<file path="src/common/uart_consts.svh">
`ifndef UART_CONSTS_SVH
`define UART_CONSTS_SVH

// System clock rate in Hz.
`define UART_CLK_FREQ_HZ 1843200

// Line rate in bits per second.
`define UART_BAUD_BPS 115200

// Clock cycles spent on each bit of the frame.
`define UART_CLKS_PER_BIT ((`UART_CLK_FREQ_HZ) / (`UART_BAUD_BPS))

// Width of the counter that measures one bit period.
`define UART_BAUD_CNT_W ($clog2(`UART_CLKS_PER_BIT))

// Default number of bytes the transmit FIFO holds, a power of two.
`define UART_FIFO_DEPTH 8

`endif

</file>
<file path="src/common/uart_pkg.sv">
`include "uart_consts.svh"

package uart_pkg;

    // One data byte from the host, through the FIFO, into the engine.
    typedef logic [7:0] byte_t;

    // Shift register contents, stop bit at the top and start bit at the bottom.
    typedef logic [9:0] frame_t;

    // Count of frame bits already sent, 0 to 9.
    typedef logic [3:0] bit_idx_t;

    // Position inside the current bit period.
    typedef logic [`UART_BAUD_CNT_W-1:0] baud_cnt_t;

    // Serial engine states.
    typedef enum logic [1:0] {
        TX_IDLE,
        TX_LOAD,
        TX_SEND
    } tx_state_e;

endpackage

</file>
<file path="src/verilog/tx_fifo.sv">
`timescale 1ns/1ns
`include "uart_consts.svh"

module tx_fifo
    import uart_pkg::*;
#(
    parameter int DEPTH = `UART_FIFO_DEPTH
) (
    input  logic  clk,
    input  logic  rst,
    input  byte_t wr_data,
    input  logic  wr_en,
    output logic  full,
    output byte_t rd_data,
    output logic  rd_avail,
    input  logic  rd_take
);

    localparam int AW = $clog2(DEPTH);

    // Pointers carry one extra wrap bit so that full and empty differ.
    typedef logic [AW:0] ptr_t;

    byte_t mem [DEPTH];

    ptr_t wr_ptr;
    ptr_t rd_ptr;

    logic do_write;
    logic do_read;

    assign full     = (wr_ptr[AW] != rd_ptr[AW]) && (wr_ptr[AW-1:0] == rd_ptr[AW-1:0]);
    assign rd_avail = (wr_ptr != rd_ptr);

    assign do_write = wr_en && !full;    // A write into a full FIFO is dropped.
    assign do_read  = rd_take && rd_avail;

    // The head byte is shown as soon as it is stored.
    assign rd_data = mem[rd_ptr[AW-1:0]];

    always_ff @(posedge clk) begin
        if (do_write) begin
            mem[wr_ptr[AW-1:0]] <= wr_data;
        end
    end

    always_ff @(posedge clk) begin
        if (rst) begin
            wr_ptr <= '0;
        end else if (do_write) begin
            wr_ptr <= wr_ptr + 1'b1;
        end
    end

    // Reads and writes on the same edge touch different pointers, so both take effect.
    always_ff @(posedge clk) begin
        if (rst) begin
            rd_ptr <= '0;
        end else if (do_read) begin
            rd_ptr <= rd_ptr + 1'b1;
        end
    end

endmodule

</file>
<file path="src/serial_send/baud_gen.sv">
`timescale 1ns/1ns
`include "uart_consts.svh"

module baud_gen
    import uart_pkg::*;
(
    input  logic clk,
    input  logic rst,
    input  logic restart,
    output logic tick
);

    localparam baud_cnt_t LAST_CNT = baud_cnt_t'(`UART_CLKS_PER_BIT - 1);

    baud_cnt_t cnt;

    // The count runs freely and wraps at the end of every bit period.
    always_ff @(posedge clk) begin
        if (rst || restart) begin
            cnt <= '0;    // A restart lines the period up with the start bit.
        end else if (cnt == LAST_CNT) begin
            cnt <= '0;
        end else begin
            cnt <= cnt + 1'b1;
        end
    end

    // High in the last cycle of a period, so the engine moves on the wrap edge.
    assign tick = (cnt == LAST_CNT) && !restart;

endmodule

</file>
<file path="src/serial_send/serial_send.sv">
`timescale 1ns/1ns

module serial_send
    import uart_pkg::*;
(
    input  logic  clk,
    input  logic  rst,
    input  byte_t rd_data,
    input  logic  rd_avail,
    output logic  rd_take,
    output logic  txd,
    output logic  busy
);

    localparam bit_idx_t LAST_BIT = 4'd9;    // Index of the stop bit.

    tx_state_e state;
    tx_state_e state_n;

    frame_t   frame_q;
    frame_t   frame_n;
    bit_idx_t bit_idx_q;
    bit_idx_t bit_idx_n;
    byte_t    data_q;
    byte_t    data_n;

    logic bit_restart;
    logic bit_tick;

    baud_gen u_baud_gen (
        .clk     (clk),
        .rst     (rst),
        .restart (bit_restart),
        .tick    (bit_tick)
    );

    always_comb begin
        state_n     = state;
        frame_n     = frame_q;
        bit_idx_n   = bit_idx_q;
        data_n      = data_q;
        rd_take     = 1'b0;
        bit_restart = 1'b0;

        case (state)
            TX_IDLE: begin
                if (rd_avail) begin
                    rd_take = 1'b1;      // Pops the head byte on this edge.
                    data_n  = rd_data;
                    state_n = TX_LOAD;
                end
            end

            TX_LOAD: begin
                frame_n     = {1'b1, data_q, 1'b0};    // Stop, data LSB first, start.
                bit_idx_n   = '0;
                bit_restart = 1'b1;    // Bit period starts with the start bit.
                state_n     = TX_SEND;
            end

            TX_SEND: begin
                if (bit_tick) begin
                    // Ones fill in from the top so the line is high once the frame is out.
                    frame_n = {1'b1, frame_q[9:1]};
                    if (bit_idx_q == LAST_BIT) begin
                        state_n = TX_IDLE;
                    end else begin
                        bit_idx_n = bit_idx_q + 1'b1;
                    end
                end
            end

            default: begin
                state_n = TX_IDLE;
            end
        endcase
    end

    always_ff @(posedge clk) begin
        if (rst) begin
            state     <= TX_IDLE;
            frame_q   <= '1;    // Idle line is high.
            bit_idx_q <= '0;
        end else begin
            state     <= state_n;
            frame_q   <= frame_n;
            bit_idx_q <= bit_idx_n;
        end
    end

    always_ff @(posedge clk) begin
        data_q <= data_n;
    end

    assign txd  = frame_q[0];
    assign busy = (state != TX_IDLE);    // Covers the load cycle and all ten bits.

endmodule

</file>
<file path="src/verilog/uart_tx_top.sv">
`timescale 1ns/1ns
`include "uart_consts.svh"

module uart_tx_top
    import uart_pkg::*;
(
    input  logic  clk,
    input  logic  rst,
    input  byte_t tx_data,
    input  logic  tx_we,
    output logic  tx_full,
    output logic  txd,
    output logic  busy
);

    byte_t rd_data;
    logic  rd_avail;
    logic  rd_take;

    // Host bytes wait here until the engine is free.
    tx_fifo #(
        .DEPTH (`UART_FIFO_DEPTH)
    ) u_tx_fifo (
        .clk      (clk),
        .rst      (rst),
        .wr_data  (tx_data),
        .wr_en    (tx_we),
        .full     (tx_full),
        .rd_data  (rd_data),
        .rd_avail (rd_avail),
        .rd_take  (rd_take)
    );

    // Takes one byte at a time and drives the line.
    serial_send u_serial_send (
        .clk      (clk),
        .rst      (rst),
        .rd_data  (rd_data),
        .rd_avail (rd_avail),
        .rd_take  (rd_take),
        .txd      (txd),
        .busy     (busy)
    );

endmodule

</file>
<file path="config.mk">
export PLATFORM = sky130hd
export DESIGN_NAME = uart_tx_top
export DESIGN_NICKNAME = d
export VERILOG_FILES = /design/src/common/uart_pkg.sv /design/src/verilog/tx_fifo.sv /design/src/serial_send/baud_gen.sv /design/src/serial_send/serial_send.sv /design/src/verilog/uart_tx_top.sv
export VERILOG_INCLUDE_DIRS = /design/src /design/src/common
export SDC_FILE = /design/constraint.sdc
export NUM_CORES = 1
export LEC_CHECK = 0
export CAP_MARGIN = 20
export CORE_ASPECT_RATIO = 0.7
export CORE_MARGIN = 10
export CORE_UTILIZATION = 56
export DETAILED_ROUTE_END_ITERATION = 6
export DONT_BUFFER_PORTS = 1
export PLACE_DENSITY_LB_ADDON = 0.08
export SYNTH_ARGS = -nofsm -noshare
export SYNTH_HDL_FRONTEND = slang
export SYNTH_HIERARCHICAL = 1
export SYNTH_SLANG_ARGS = --single-unit
</file>
<file path="constraint.sdc">
create_clock -name clk -period 2.3 [get_ports clk]
set_input_delay 0.115 -clock clk [delete_from_list [all_inputs] [get_ports clk]]
set_output_delay 0.115 -clock clk [all_outputs]
set_load 0.01 [all_outputs]
</file>
==> flow_summary.json <==
{
  "post_drt_wl_per_cell_um": 19.40,
  "area_growth_pct": 13.91,
  "critPathMaxFanout": 6,
  "synth_flop_cell": "edfxtp_1",
  "finalHoldViolCount": 0,
  "ir_drop_mv": 0.5865,
  "drc_errors": 0,
  "finalSetupTns_ns": 0,
  "placedCellCount": 397,
  "instances_no_fill": 422,
  "worst_pin_slew_ns": 0.8617,
  "hold_class": "input port to flip-flop",
  "hold-worst-slack_ns": 0.03403,
  "syn-cell-area_um2": 4427,
  "end_kind": "flip-flop",
  "n_antenna_cell": 0,
  "grt.total_usage_pct": 14.62,
  "final_cell_mix": "edfxtp_1 (72), dfxtp_1 (30), buf_4 (20)",
  "syn_area_per_cell_um2": 15.01,
  "vias_per_cell": 6.024,
  "initial_utilization_pct": 56.97,
  "synth_edf_count": 72,
  "dr.pass1.iters": 4,
  "cts_htree_levels": 3,
  "required_ns": 2.53,
  "clockBufferDepth": 2,
  "ant_nets": 0,
  "rows": 27,
  "clk_pin_slew_ns": 0.07,
  "cp.arrival_ns": 2.29,
  "drt_iter0_markers": 216,
  "num_io_pins": 14,
  "port_buffers": 0,
  "crit_type": "flip-flop to flip-flop",
  "slew_violations": 0,
  "vias": 2542,
  "gp_congestion": 0.7991,
  "core_um2": 7770,
  "routed_wirelength_mm": 8.187,
  "dieArea_um2": 11920,
  "die_h_um": 94.39,
  "skew_ns": 0.006216,
  "fmax_mhz": 484.4,
  "maxSlewHeadroom_pct": 42.37,
  "syn-num-nets": 311,
  "cts_root_buf": "clkbuf_16",
  "grt_first_pass_wirelength_mm": 13.56,
  "ys_ff_latch": 102,
  "fin_nets": 333,
  "fin_ws_ns": 0.2357,
  "die_x_um": 126.3,
  "critPathLaunchType": "flip-flop",
  "post-route-cell-area_um2": 5042,
  "grt_pass1_vias": 2546,
  "place_ws_ns": 0.1839,
  "hpwl_mm": 5.246,
  "fin_crit_ns": 2.064,
  "antenna_found_initial": 0,
  "min_period_over_period_pct": 89.75,
  "clock_sinks": 102,
  "yosys_warnings": 6,
  "seq_area_frac_synth_pct": 62.41,
  "setup_violations": 0,
  "cts_buffers": 9,
  "synthDistinctLibCells": 44,
  "placed_area_um2": 4599,
  "drive_above_1_share_pct": 25.23,
  "cts_setup_buffers": 0,
  "grt_max_degree": 24,
  "syn_inst": 295,
  "layout_commonest_cell": "edfxtp_1",
  "grt_setup_unrepaired": "no",
  "grt_overflow": 0,
  "register_area_um2": 2763,
  "drv_cap": 0,
  "n_fill_cell": 571,
  "total_leakage_power_nw": 1.753,
  "clk_latency_ns": 0.34,
  "multi_input_area_um2": 1568,
  "async_reset_ff_share_pct": 0,
  "cts_tree": "yes",
  "powerDensity_nw_per_um2": 941.4,
  "status": "completed"
}
==> per-stage QoR <==
step,util [%],power [mW]
after CTS,64.61,4.786
final,64.90,4.747
after global placement,59.19,3.128
after detailed placement,59.19,3.141
after floorplan,-,2.945
after global routing,64.90,4.973
==> cell type report <==
type | count | share of cell area (%)
clock buffer | 9 | 4.466
sequential | 102 | 54.79
multi-input combinational | 170 | 31.09
clock inverter | 6 | 1.886
inverter | 4 | 0.2978
tap | 101 | 2.506
timing repair buffer | 30 | 4.963
==> kinds of logic after synthesis <==
group                    share of synthesized area, %
AO/OA/AOI/OAI                                   6.840
XOR/XNOR                                        1.978
adder cells (fa/ha/maj)                         1.413
buffers and inverters                           2.685
flip-flops                                      62.41
multiplexers                                    12.83
AND/OR/NAND/NOR                                 11.84
==> repair_timing <==
action / in CTS / in global routing
hold endpoints to repair: 87 / 0
setup endpoints to repair: 0 / 4
gates resized for setup: 0 / 3
hold buffers: 10 / 0
==> sequential cells by signal, summed over array words and instances, names as in the netlist, named ones only <==
register	count
u_serial_send/state	2
u_serial_send/frame_q	9
u_tx_fifo/mem	64
u_serial_send/u_baud_gen/cnt	4
u_serial_send/data_q	8
u_tx_fifo/rd_ptr	4
u_serial_send/bit_idx_q	4
u_tx_fifo/wr_ptr	4
==> routing by layer <==
metal / wire length [µm] / part of all wire [%] / global-route usage, % / vias to the layer above
met5: 0 / 0 / 0 / -
met3: 465 / 5.7 / 4.645 / 8
li1: - / - / - / 1188
met1: 3979 / 49 / 20.04 / 1291
met2: 3661 / 45 / 21.90 / 55
met4: 82 / 1.0 / 4.442 / 0
==> where the power goes <==
group / internal [mW] / leakage, nW / switching [mW]
clock network: 0.958 / 0.156 / 0.654
registers: 2.16 / 0.901 / 0.0998
logic: 0.414 / 0.695 / 0.457
==> cells in the mapped netlist (7+ instances only) <==
cell | count | area share [%]
clkbuf_1 | 7 | 0.59
mux4_2 | 16 | 8.1
edfxtp_1 | 72 | 49
a221oi_2 | 7 | 2.4
mux2_2 | 12 | 3.1
o21bai_1 | 8 | 1.4
nor2_1 | 13 | 1.1
nor2b_1 | 7 | 0.99
and3b_1 | 10 | 2.0
nor3_1 | 15 | 1.7
dfxtp_1 | 30 | 14
buf_2 | 8 | 0.90
==> worst max-delay path: stages, from the launching register on <==
cell	delay [ns]
dfxtp_1	0.47
xor2_2	0.26
nor3_1	0.13
nand2_1	0.09
inv_1	0.05
nor2_1	0.22
nand2_1	0.08
a41oi_1	0.28
mux2_2	0.37
==> worst paths after layout <==
check                           depth (start not counted)                                    endpoint  slack [ns]                                        from
worst min-delay path                                    2            u_tx_fifo/wr_ptr[2]$_SDFFE_PP0P_        0.03                                         rst
worst max-delay path                                    8                                   flip-flop        0.24            u_tx_fifo/rd_ptr[0]$_SDFFE_PP0P_
worst min register to register                          1  u_serial_send/u_baud_gen/cnt[0]$_SDFF_PP0_        0.47  u_serial_send/u_baud_gen/cnt[0]$_SDFF_PP0_
worst max register to register                          8                                   flip-flop        0.24            u_tx_fifo/rd_ptr[0]$_SDFFE_PP0P_
Note: power is estimated with default switching activity, not from simulation.
